### src/common/mips_isa_pkg.sv
package mips_isa_pkg;

    typedef logic [31:0] word_t;
    typedef logic [4:0]  reg_addr_t;
    typedef logic [4:0]  shamt_t;
    typedef logic [15:0] imm16_t;

    // Primary opcode field, ins[31:26]
    typedef enum logic [5:0] {
        OP_SPECIAL = 6'b000000,
        OP_ADDI    = 6'b001000,
        OP_ADDIU   = 6'b001001,
        OP_SLTI    = 6'b001010,
        OP_SLTIU   = 6'b001011,
        OP_ANDI    = 6'b001100,
        OP_ORI     = 6'b001101,
        OP_XORI    = 6'b001110,
        OP_LUI     = 6'b001111
    } opcode_t;

    // Function field of SPECIAL, ins[5:0]
    typedef enum logic [5:0] {
        FN_SLL  = 6'b000000,
        FN_SRL  = 6'b000010,
        FN_SRA  = 6'b000011,
        FN_SLLV = 6'b000100,
        FN_SRLV = 6'b000110,
        FN_SRAV = 6'b000111,
        FN_ADD  = 6'b100000,
        FN_ADDU = 6'b100001,
        FN_SUB  = 6'b100010,
        FN_SUBU = 6'b100011,
        FN_AND  = 6'b100100,
        FN_OR   = 6'b100101,
        FN_XOR  = 6'b100110,
        FN_NOR  = 6'b100111,
        FN_SLT  = 6'b101010,
        FN_SLTU = 6'b101011
    } funct_t;

    // R-format view of an instruction word
    typedef struct packed {
        opcode_t   opcode;
        reg_addr_t rs;
        reg_addr_t rt;
        reg_addr_t rd;
        shamt_t    shamt;
        funct_t    funct;
    } instr_r_t;

    // I-format view
    typedef struct packed {
        opcode_t   opcode;
        reg_addr_t rs;
        reg_addr_t rt;
        imm16_t    imm;
    } instr_i_t;

endpackage

### src/common/id_stage_pkg.sv
package id_stage_pkg;

    import mips_isa_pkg::*;

    // Operation codes seen by the execute stage
    typedef enum logic [7:0] {
        ALU_NOP   = 8'b00000000,
        ALU_AND   = 8'b00100100,
        ALU_OR    = 8'b00100101,
        ALU_XOR   = 8'b00100110,
        ALU_NOR   = 8'b00100111,
        ALU_SLL   = 8'b01111100,   // Also SLLV
        ALU_SRL   = 8'b00000010,   // Also SRLV
        ALU_SRA   = 8'b00000011,   // Also SRAV
        ALU_SLT   = 8'b00101010,
        ALU_SLTU  = 8'b00101011,
        ALU_ADD   = 8'b00100000,
        ALU_ADDU  = 8'b00100001,
        ALU_SUB   = 8'b00100010,
        ALU_SUBU  = 8'b00100011,
        ALU_ADDI  = 8'b01010101,
        ALU_ADDIU = 8'b01010110
    } alu_op_t;

    // Result group, one-hot apart from none
    typedef enum logic [2:0] {
        SEL_NONE  = 3'b000,
        SEL_LOGIC = 3'b001,
        SEL_SHIFT = 3'b010,
        SEL_ARITH = 3'b100
    } alu_sel_t;

    typedef enum logic [2:0] {
        IMM_NONE,
        IMM_ZERO_EXT,
        IMM_SIGN_EXT,
        IMM_UPPER,      // LUI
        IMM_SHAMT
    } imm_kind_t;

    typedef struct packed {
        alu_op_t   alu_op;
        alu_sel_t  alu_sel;
        logic      wr_en;
        reg_addr_t wr_addr;
    } ex_ctrl_t;

    typedef struct packed {
        logic      rd1_en;
        logic      rd2_en;
        reg_addr_t addr1;
        reg_addr_t addr2;
    } rf_read_t;

    // Result of one later stage, fed back for forwarding
    typedef struct packed {
        logic      en;
        reg_addr_t addr;
        word_t     data;
    } bypass_t;

endpackage

### src/id_stage/id_stage.sv
`timescale 1ns/1ps

module id_stage
    import mips_isa_pkg::*;
    import id_stage_pkg::*;
(
    input  logic     reset,
    input  word_t    ins,
    input  word_t    rf_data1,
    input  word_t    rf_data2,
    input  bypass_t  ex_bypass,
    input  bypass_t  mem_bypass,
    output rf_read_t rf_read,
    output ex_ctrl_t ex_ctrl,
    output word_t    src_data1,
    output word_t    src_data2
);

    imm_kind_t imm_kind;
    word_t     imm;

    ins_decoder u_decoder (
        .reset    (reset),
        .ins      (ins),
        .rf_read  (rf_read),
        .ex_ctrl  (ex_ctrl),
        .imm_kind (imm_kind)
    );

    imm_gen u_imm_gen (
        .reset    (reset),
        .ins      (ins),
        .imm_kind (imm_kind),
        .imm      (imm)
    );

    // rs side, takes shamt for immediate shifts
    operand_bypass u_src1 (
        .reset      (reset),
        .rd_en      (rf_read.rd1_en),
        .addr       (rf_read.addr1),
        .rf_data    (rf_data1),
        .ex_bypass  (ex_bypass),
        .mem_bypass (mem_bypass),
        .imm        (imm),
        .src_data   (src_data1)
    );

    // rt side, takes the immediate for I-format
    operand_bypass u_src2 (
        .reset      (reset),
        .rd_en      (rf_read.rd2_en),
        .addr       (rf_read.addr2),
        .rf_data    (rf_data2),
        .ex_bypass  (ex_bypass),
        .mem_bypass (mem_bypass),
        .imm        (imm),
        .src_data   (src_data2)
    );

endmodule

### src/id_stage/imm_gen.sv
`timescale 1ns/1ps

module imm_gen
    import mips_isa_pkg::*;
    import id_stage_pkg::*;
(
    input  logic      reset,
    input  word_t     ins,
    input  imm_kind_t imm_kind,
    output word_t     imm
);

    instr_i_t i_fields;
    instr_r_t r_fields;

    assign i_fields = ins;
    assign r_fields = ins;

    always_comb begin
        if (reset) begin
            imm = '0;
        end
        else begin
            case (imm_kind)
                IMM_ZERO_EXT: begin
                    imm = {16'd0, i_fields.imm};
                end
                IMM_SIGN_EXT: begin
                    imm = {{16{i_fields.imm[15]}}, i_fields.imm};
                end
                IMM_UPPER: begin
                    imm = {i_fields.imm, 16'd0};
                end
                IMM_SHAMT: begin
                    imm = {27'd0, r_fields.shamt};
                end
                default: begin
                    imm = '0;
                end
            endcase
        end
    end

endmodule

### src/id_stage/ins_decoder.sv
`timescale 1ns/1ps

module ins_decoder
    import mips_isa_pkg::*;
    import id_stage_pkg::*;
(
    input  logic      reset,
    input  word_t     ins,
    output rf_read_t  rf_read,
    output ex_ctrl_t  ex_ctrl,
    output imm_kind_t imm_kind
);

    instr_r_t  fields;
    alu_op_t   rr_op;
    alu_sel_t  rr_sel;
    logic      rr_hit;
    logic      shift_imm;
    alu_op_t   i_op;
    alu_sel_t  i_sel;
    imm_kind_t i_kind;
    logic      i_hit;

    assign fields = ins;

    // Function code to operation, shared by variable and immediate shifts
    always_comb begin
        case (fields.funct)
            FN_AND:  rr_op = ALU_AND;
            FN_OR:   rr_op = ALU_OR;
            FN_XOR:  rr_op = ALU_XOR;
            FN_NOR:  rr_op = ALU_NOR;
            FN_SLL:  rr_op = ALU_SLL;
            FN_SLLV: rr_op = ALU_SLL;
            FN_SRL:  rr_op = ALU_SRL;
            FN_SRLV: rr_op = ALU_SRL;
            FN_SRA:  rr_op = ALU_SRA;
            FN_SRAV: rr_op = ALU_SRA;
            FN_SLT:  rr_op = ALU_SLT;
            FN_SLTU: rr_op = ALU_SLTU;
            FN_ADD:  rr_op = ALU_ADD;
            FN_ADDU: rr_op = ALU_ADDU;
            FN_SUB:  rr_op = ALU_SUB;
            FN_SUBU: rr_op = ALU_SUBU;
            default: rr_op = ALU_NOP;
        endcase
    end

    // Group of register-register forms only
    always_comb begin
        case (fields.funct)
            FN_AND, FN_OR, FN_XOR, FN_NOR: begin
                rr_sel = SEL_LOGIC;
            end
            FN_SLLV, FN_SRLV, FN_SRAV: begin
                rr_sel = SEL_SHIFT;
            end
            FN_SLT, FN_SLTU, FN_ADD, FN_ADDU, FN_SUB, FN_SUBU: begin
                rr_sel = SEL_ARITH;
            end
            default: begin
                rr_sel = SEL_NONE;
            end
        endcase
    end

    assign rr_hit = (fields.opcode == OP_SPECIAL) && (fields.shamt == '0)
                    && (rr_sel != SEL_NONE);

    // SLL, SRL, SRA need opcode and rs all zero
    assign shift_imm = (ins[31:21] == 11'd0)
                       && (fields.funct inside {FN_SLL, FN_SRL, FN_SRA});

    always_comb begin
        i_hit  = 1'b1;
        i_op   = ALU_NOP;
        i_sel  = SEL_NONE;
        i_kind = IMM_NONE;
        case (fields.opcode)
            OP_ANDI, OP_ORI, OP_XORI: begin
                i_sel  = SEL_LOGIC;
                i_kind = IMM_ZERO_EXT;
                case (fields.opcode)
                    OP_ANDI: i_op = ALU_AND;
                    OP_ORI:  i_op = ALU_OR;
                    default: i_op = ALU_XOR;
                endcase
            end
            OP_LUI: begin
                i_op   = ALU_OR;   // OR with $rs against upper half
                i_sel  = SEL_LOGIC;
                i_kind = IMM_UPPER;
            end
            OP_SLTI, OP_SLTIU: begin
                i_op   = (fields.opcode == OP_SLTI) ? ALU_SLT : ALU_SLTU;
                i_sel  = SEL_ARITH;
                i_kind = IMM_SIGN_EXT;
            end
            OP_ADDI, OP_ADDIU: begin
                i_op   = (fields.opcode == OP_ADDI) ? ALU_ADDI : ALU_ADDIU;
                i_sel  = SEL_ARITH;
                i_kind = IMM_SIGN_EXT;
            end
            default: begin
                i_hit = 1'b0;
            end
        endcase
    end

    always_comb begin
        rf_read  = '0;
        ex_ctrl  = '0;
        imm_kind = IMM_NONE;
        if (!reset) begin
            rf_read.addr1   = fields.rs;
            rf_read.addr2   = fields.rt;
            ex_ctrl.wr_addr = fields.rd;
            if (shift_imm) begin
                rf_read.rd2_en  = 1'b1;   // Shift source is rt
                ex_ctrl.wr_en   = 1'b1;
                ex_ctrl.alu_op  = rr_op;
                ex_ctrl.alu_sel = SEL_SHIFT;
                imm_kind        = IMM_SHAMT;
            end
            else if (rr_hit) begin
                rf_read.rd1_en  = 1'b1;
                rf_read.rd2_en  = 1'b1;
                ex_ctrl.wr_en   = 1'b1;
                ex_ctrl.alu_op  = rr_op;
                ex_ctrl.alu_sel = rr_sel;
            end
            else if (i_hit) begin
                rf_read.rd1_en  = 1'b1;
                ex_ctrl.wr_en   = 1'b1;
                ex_ctrl.wr_addr = fields.rt;
                ex_ctrl.alu_op  = i_op;
                ex_ctrl.alu_sel = i_sel;
                imm_kind        = i_kind;
            end
        end
    end

endmodule

### src/id_stage/operand_bypass.sv
`timescale 1ns/1ps

module operand_bypass
    import mips_isa_pkg::*;
    import id_stage_pkg::*;
(
    input  logic      reset,
    input  logic      rd_en,
    input  reg_addr_t addr,
    input  word_t     rf_data,
    input  bypass_t   ex_bypass,
    input  bypass_t   mem_bypass,
    input  word_t     imm,
    output word_t     src_data
);

    logic ex_hit;
    logic mem_hit;

    // $0 is not filtered, the producer never writes it
    assign ex_hit  = ex_bypass.en && (ex_bypass.addr == addr);
    assign mem_hit = mem_bypass.en && (mem_bypass.addr == addr);

    always_comb begin
        if (reset) begin
            src_data = '0;
        end
        else if (!rd_en) begin
            src_data = imm;
        end
        else if (ex_hit) begin
            src_data = ex_bypass.data;    // Youngest result first
        end
        else if (mem_hit) begin
            src_data = mem_bypass.data;
        end
        else begin
            src_data = rf_data;
        end
    end

endmodule

### config.mk
export PLATFORM = sky130hd
export DESIGN_NAME = id_stage
export DESIGN_NICKNAME = d
export VERILOG_FILES = /design/src/common/mips_isa_pkg.sv /design/src/common/id_stage_pkg.sv /design/src/id_stage/id_stage.sv /design/src/id_stage/imm_gen.sv /design/src/id_stage/ins_decoder.sv /design/src/id_stage/operand_bypass.sv
export SDC_FILE = /design/constraint.sdc
export NUM_CORES = 1
export LEC_CHECK = 0
export BUFFER_PORTS_ARGS = -buffer_cell sky130_fd_sc_hd__buf_4
export CORE_AREA = 2 2 104 106
export DETAILED_ROUTE_END_ITERATION = 16
export DIE_AREA = 0 0 106 108
export PLACE_DENSITY = 0.77
export SYNTH_ARGS = -nofsm -noshare
export SYNTH_HDL_FRONTEND = slang
export SYNTH_HIERARCHICAL = 1
export SYNTH_SLANG_ARGS = --single-unit
### constraint.sdc
create_clock -name vclk -period 3.65
set_clock_uncertainty 0.2 [all_clocks]
set_input_delay 0.365 -clock vclk [all_inputs]
set_output_delay 0.365 -clock vclk [all_outputs]
set_load 0.01 [all_outputs]
==> results of run 1 <==
[final cells by class]
cell class	count	area (µm²)	share of cell area (%)
Multi-Input combinational cell	386	2970	53.5
Timing Repair Buffer	284	2160	38.9
Inverter	67	251	4.53
Tap cell	136	170	3.07
[cells by family after synthesis]
family	Yosys count	share of synthesized area, %
xor+xnor	22	5.69
mux	64	18.2
buf+inv	108	16.0
simple gates	187	25.1
compound gates	112	34.9
other cells	1	0.107
[critical path, stage by stage]
cell and delay [ns]:
buf_4 0.14, nor4_1 0.28, nand4b_1 0.22, nor2_1 0.13, nor2_1 0.09, nor4_1 0.31, nor2b_1 0.24, nand2_2 0.32
buf_12 0.30, o221ai_2 0.24, buf_4 0.17
[synthesized netlist by cell type, drive strengths merged (2+ instances only)]
cell type	instances	share of area (%)
buf	26	7.2
o21ai	6	0.85
a21oi	30	4.3
nand3	4	0.57
clkbuf	15	1.6
nand4	3	0.53
xor2	17	4.4
inv	67	7.1
nand2	102	11
o221ai	64	27
xnor2	5	1.2
o22ai	3	0.53
nor4	8	2.0
nor3	5	0.71
and2	2	0.36
and3	14	2.5
a32o	5	1.4
mux2i	64	18
nor2	21	2.3
nand2b	3	0.53
nand4b	2	0.50
nor2b	18	3.2
[power by group]
part	internal, mW	switching, mW
Combinational	0.207	0.202
Clock	0	0
Sequential	0	0
Total	0.207	0.202
[per-layer routing]
| layer | vias up | GRT usage [%] | wire, µm | share of wire, % |
|---|---|---|---|---|
| li1 | 2258 | - | - | - |
| met1 | 2255 | 30.4 | 6480 | 39 |
| met2 | 227 | 51.3 | 8520 | 51 |
| met3 | 34 | 4.58 | 1170 | 7.0 |
| met4 | 0 | 8.18 | 395 | 2.4 |
| met5 | - | 0 | 0 | 0 |
[per-stage QoR]
| stage | cell area (µm²) | cells | hold slack [ns] |
|---|---|---|---|
| 2_1_floorplan | 3520 | 494 | 0.597 |
| 3_3_place_gp | 5550 | 873 | 0.891 |
| 3_5_place_dp | 5550 | 873 | 0.900 |
| 4_1_cts | 5550 | 873 | 0.903 |
| 5_1_grt | 5550 | 873 | 0.914 |
| 6_report | 5550 | 873 | 0.896 |
[worst paths after layout]
check               start            end  cells after the start
setup / recovery   ins[2]  src_data2[15]                     11
hold / removal    ins[19]     ex_ctrl[3]                      4
==> out/results.ini, run 1 <==
[yosys]
yosysSeqAreaShare_pct=0
syn_area_um2=3520
synthDistinctLibCells=40
postSynthCellCount=494
yosys_warnings=6
synth_nets=667
avgSynthCellArea_um2=7.12

[power]
p_leak_nw=2.56
finalPower_mw=0.409
p_per_area_nw_per_um2=73.8
peakVddDrop_v=0.0000395

[global_route]
grt_antenna_before_repair=0
grt.total_usage_pct=26.9
gr-total-overflow=0
grt_max_degree=39
grt_pass1_wl_um=25000
grt_pass1_vias=5066

[floorplan]
io_pins=266
core_area_um2=10200
die_area_um2=11400
fp.dieW_um=106
std_cell_rows=37
initial_utilization_pct=34.4
die_h_um=108

[layout]
diodes=0
syn2layout_area_growth_pct=57.7
nets=912
layout_common_cells=buf_4, nand2_1, inv_1
seqCellArea_um2=0
drive_gt1_share_pct=48.6
nClkBuffers=0
final_common_cell=buf_4
final_core_utilization_pct=54.2
fill_cells=991
seq_cells=0

[clocking]
postCtsSetupRepairBufs=0
cts-resized-gates=0
cts_hold_buf=0

[route]
first_pass_iters=5
num_vias=4774
drc_errors=0
antenna_left=0
drt_iter0_markers=222
drt-total-wl_um=16600
wl_per_cell_um=19.0
viasPerCell=5.47

[timing]
fmax_ghz=0.295
fin_ws_ns=0.263
fin_crit_ns=3.39
slew-limit-headroom_pct=51.5
finalCritPeriodShare_pct=92.8
fin_setup_tns_ns=0
setup_viol=0
hold_violations=0
rsz0062_at_grt=no
tightestPinTransition_ns=0.727
slew_viol_final=0

[setup_path]
endpoint_kind=output port
crit_fanout=20
arrival_ns=2.82
critPathLaunchType=primary input
crit_required_ns=3.08
critPathKind=primary input to output port

[placed_design]
place.gp.congestion=0.929
numPortBuffers=265
preCtsSetupSlack_ns=0.288
hpwl_um=13500

[outcome]
outcome=finished, final reports clean

[worst_hold_path]
hp-class=primary input to output port

[job]
max_cap_viol_count=0

No activity file was read; power rests on OpenSTA's default activity.
==> run 2, diff against run 1 <==
--- a/config.mk
+++ b/config.mk
@@ -10,6 +10,7 @@
 export DETAILED_ROUTE_END_ITERATION = 16
 export DIE_AREA = 0 0 106 108
 export PLACE_DENSITY = 0.77
+export RECOVER_POWER = 100
 export SYNTH_ARGS = -nofsm -noshare
 export SYNTH_HDL_FRONTEND = slang
 export SYNTH_HIERARCHICAL = 1
==> run 2 against run 1 <==
Net effect: combinational power fell by 4%; utilization fell by 3.5 points; die area did not move; count of clock-buffer cells in the layout did not move; critical path depth fell by 1; non-clock buffer count did not move; global-route usage did not move; hold slack got worse by 0.015 ns; sequential cell count did not move; first-iteration DRC count rose by 21%; fmax fell by 1.2%; critical endpoint is now src_data1[28]; largest power group unchanged.
==> out/results.ini, run 2 (synthesized netlist as in run 1, its figures left out) <==
[outcome]
outcome=finished, final reports clean

[clocking]
cts-resized-gates=0
cts_hold_buf=0
postCtsSetupRepairBufs=0

[power]
p_leak_nw=2.28
finalPower_mw=0.393
peakVddDrop_v=0.0000396
p_per_area_nw_per_um2=75.6

[route]
antenna_left=0
drt_iter0_markers=268
drc_errors=0
wl_per_cell_um=19.0
num_vias=4778
first_pass_iters=5
viasPerCell=5.47
drt-total-wl_um=16600

[layout]
nClkBuffers=0
layout_common_cells=buf_4, nand2_1, inv_1
final_common_cell=buf_4
seq_cells=0
drive_gt1_share_pct=37.9
stdcell_area_um2=5190
nets=912
diodes=0
seqCellArea_um2=0
syn2layout_area_growth_pct=47.5

[timing]
slew_viol_final=0
fin_crit_ns=3.43
slew-limit-headroom_pct=50.2
finalCritPeriodShare_pct=93.9
hold_violations=0
tightestPinTransition_ns=0.746
hold_slack_ns=0.881
setup_viol=0
fin_setup_tns_ns=0
fmax_ghz=0.292
fin_ws_ns=0.223
rsz0062_at_grt=no

[global_route]
grt_pass1_vias=5066
gr-total-overflow=0
grt_pass1_wl_um=25000
grt_antenna_before_repair=0
grt_use_met1_pct=30.4
grt_util_met2_pct=51.3
grt_max_degree=39
use_met3_pct=4.58
grt.total_usage_pct=26.9
top_usage_layer=met2

[floorplan]
initial_utilization_pct=34.4
die_area_um2=11400
fp.dieW_um=106
die_h_um=108
io_pins=266
std_cell_rows=37
core_area_um2=10200

[setup_path]
endpoint_kind=output port
crit_end=src_data1[28]
crit_fanout=17
crit_required_ns=3.08
critPathKind=primary input to output port
critPathLaunchType=primary input
arrival_ns=2.86
critPathLaunch=ins[2]

[job]
max_cap_viol_count=0

[placed_design]
place.gp.congestion=0.929
hpwl_um=13500
numPortBuffers=265
preCtsSetupSlack_ns=0.288
placed_area_um2=5550

[worst_hold_path]
hp-class=primary input to output port

-- run 2: changes by cell type in the layout (fill, tap and decap cells not counted), moves of 3 or more --
cell / previous run / this run
buf_4: 282 / 216
o221ai_1: 4 / 22
clkbuf_2: 0 / 3
o221ai_2: 60 / 42
clkbuf_1: 0 / 61
-- run 2: worst min path at each step --
stage             from          end  slack, ns  cells after the start
2_1_floorplan   ins[4]  rf_read[10]       0.60                      1
3_3_place_gp   ins[20]   ex_ctrl[4]       0.89                      4
3_5_place_dp   ins[18]   ex_ctrl[2]       0.90                      4
4_1_cts        ins[18]   ex_ctrl[2]       0.90                      4
5_1_grt        ins[20]   ex_ctrl[4]       0.91                      4
6_report       ins[18]   ex_ctrl[2]       0.88                      4
-- run 2: report_power, final --
| part | leakage, nW | switching [mW] | internal (mW) |
|---|---|---|---|
| Sequential | 0 | 0 | 0 |
| Combinational | 2.28 | 0.198 | 0.195 |
| Clock | 0 | 0 | 0 |
| Total | 2.28 | 0.198 | 0.195 |
-- run 2: final cells by class --
cell class                      instances  area [µm²]
Multi-Input combinational cell        386        2860
Tap cell                              136         170
Timing Repair Buffer                  284        1910
Inverter                               67         251
Fill cell                            1086        5040
-- run 2: metal layers --
layer	part of all wire, %	up-vias
li1	-	2257
met1	39	2237
met2	51	248
met3	7.2	36
met4	2.5	0
met5	0	-
-- run 2: critical path: stages --
cell and delay [ns]:
buf_4 0.14, nor4_1 0.28, nand4b_1 0.23, nor2_1 0.24, nor3_1 0.12, nor2_2 0.62, clkbuf_2 0.47, nand2_1 0.12
o221ai_2 0.08, clkbuf_1 0.20
-- run 2: per-stage QoR --
| step | instances | util (%) |
|---|---|---|
| detailed placement | 873 | 54.2 |
| finish | 873 | 50.7 |
| CTS | 873 | 54.2 |
| global placement | 873 | 54.2 |
| floorplan | 494 | - |
| global route | 873 | 50.7 |
==> run 3, diff against run 2 <==
--- a/config.mk
+++ b/config.mk
@@ -5,11 +5,12 @@
 export SDC_FILE = /design/constraint.sdc
 export NUM_CORES = 1
 export LEC_CHECK = 0
+export ABC_AREA = 1
 export BUFFER_PORTS_ARGS = -buffer_cell sky130_fd_sc_hd__buf_4
 export CORE_AREA = 2 2 104 106
 export DETAILED_ROUTE_END_ITERATION = 16
 export DIE_AREA = 0 0 106 108
-export PLACE_DENSITY = 0.77
+export PLACE_DENSITY = 0.87
 export RECOVER_POWER = 100
 export SYNTH_ARGS = -nofsm -noshare
 export SYNTH_HDL_FRONTEND = slang
==> run 3 against run 2 <==
Net effect: sequential cell count stayed put; critical path depth rose by 2; combinational power increased by 33%; global-route usage increased by 4.6 points; sequential share of layout area stayed put; die area unchanged; non-clock buffer count down 3; power up 33%; highest routed layer unchanged.
==> out/results.ini, run 3 <==
[layout]
nets=1275
layout_common_cells=nand2_1, buf_4, nor2_1
diodes=0
fill_cells=1186
drive_gt1_share_pct=29.6
syn2layout_area_growth_pct=33.3
final_common_cell=nand2_1
seq_cells=0
nClkBuffers=0
seqCellArea_um2=0

[power]
finalPower_mw=0.522
peakVddDrop_v=0.0000634
p_sw_mw=0.304
pwr-share-comb_pct=100.0
power_frac_clock_pct=0
internal-power_mw=0.218
seqPwrFrac_pct=0
p_per_area_nw_per_um2=87.0
switching_share_pct=58.3
p_leak_nw=2.92

[yosys]
synthTopCellsByCount=nand2_1, nor2_1, nand4_1
postSynthCellCount=885
synth_top_area_cell=nand2_1
yosysMostFrequentCell=nand2_1
yosys_warnings=6
synth_area_leaders=nand2_1, nor2_1, a21oi_2
synth_nets=1058
netlist.area_leader.share_pct=22.8
avgSynthCellArea_um2=5.09
yosysSeqAreaShare_pct=0
synthDistinctLibCells=30
syn_area_um2=4500

[placed_design]
place.gp.congestion=0.916
numPortBuffers=265
hpwl_um=14600

[timing]
finalCritPeriodShare_pct=92.8
rsz0062_at_grt=no
setup_viol=0
hold_slack_ns=0.871
slew-limit-headroom_pct=24.0
fmax_ghz=0.295
slew_viol_final=0
fin_setup_tns_ns=0
hold_violations=0
fin_crit_ns=3.39
tightestPinTransition_ns=1.14

[setup_path]
arrival_ns=2.82
endpoint_kind=output port
critPathKind=primary input to output port
crit_required_ns=3.08
crit_fanout=32
critPathLaunch=reset
critPathLaunchType=primary input

[global_route]
grt_max_degree=65
grt_pass1_wl_um=29800
grt_pass1_vias=5964
grt_antenna_before_repair=0
grt.total_usage_pct=31.5
gr-total-overflow=0

[outcome]
outcome=finished, final reports clean

[floorplan]
initial_utilization_pct=44.0
io_pins=266
fp.dieW_um=106
die_area_um2=11400
die_h_um=108
core_area_um2=10200
std_cell_rows=37

[route]
wl_per_cell_um=16.1
drt_iter0_markers=719
antenna_left=0
drc_errors=0
viasPerCell=5.51
drt-total-wl_um=19900
num_vias=6815
first_pass_iters=8

[clocking]
cts-resized-gates=0
cts_hold_buf=0

[worst_hold_path]
hp-class=primary input to output port
hp-start=ins[17]

[job]
max_cap_viol_count=0

-- run 3: layer usage --
metal  routed length, µm  GRT usage (%)  share of wire [%]
met1                8040           41.3                 40
met3                1960           2.89                9.9
met2                9320           55.2                 47
met5                   0              0                  0
met4                 537           8.65                2.7
-- run 3: metrics by stage --
step           util [%]  area, µm²  setup slack, ns  cells
3_5_place_dp       61.7       6310            0.157   1234
3_3_place_gp       61.7       6310            0.270   1234
6_report           58.6       6000            0.262   1236
4_1_cts            61.7       6310            0.155   1234
5_1_grt            58.6       6000            0.100   1236
2_1_floorplan         -       4500             1.10    885
-- run 3: cell type report --
| type | instances | area [µm²] | share of cell area (%) |
|---|---|---|---|
| inverter | 68 | 255 | 4.26 |
| multi-input combinational | 751 | 3720 | 62.0 |
| tap | 136 | 170 | 2.84 |
| timing repair buffer | 281 | 1860 | 30.9 |
-- run 3: power by group through the flow --
stage	Clock (mW)	Combinational, mW	Sequential, mW
final	0	0.522	0
after global routing	0	0.561	0
after CTS	0	0.527	0
after detailed placement	0	0.525	0
after global placement	0	0.522	0
after floorplan	0	0.276	0
-- run 3: path summary, 6_finish.rpt --
path                         to  slack, ns  cells after the start
setup / recovery  src_data2[16]       0.26                     12
hold / removal       ex_ctrl[1]       0.87                      4
-- run 3: timing repair --
item,4_1_cts,5_1_grt
buffers inserted,0,2
setup endpoints to repair,0,22
hold endpoints to repair,0,0
-- run 3: critical path: stages --
cell and delay (ns):
buf_4 0.23, nor2_1 0.26, clkinv_1 0.13, nand2_1 0.10, nand2_2 0.07, nor2_4 0.46, nand3_4 0.52, nand2_1 0.26
nand3_1 0.09, nand2_1 0.11, a21oi_2 0.05, clkbuf_1 0.14
-- run 3: cell families (layout without fill, tap and decap cells) --
group | count (synthesis) | count (layout) | share of synthesized area [%]
buffers and inverters | 134 | 349 | 16.0
other | 1 | 1 | 0.0833
AND/OR/NAND/NOR | 643 | 643 | 66.1
AO/OA/AOI/OAI | 107 | 107 | 17.9
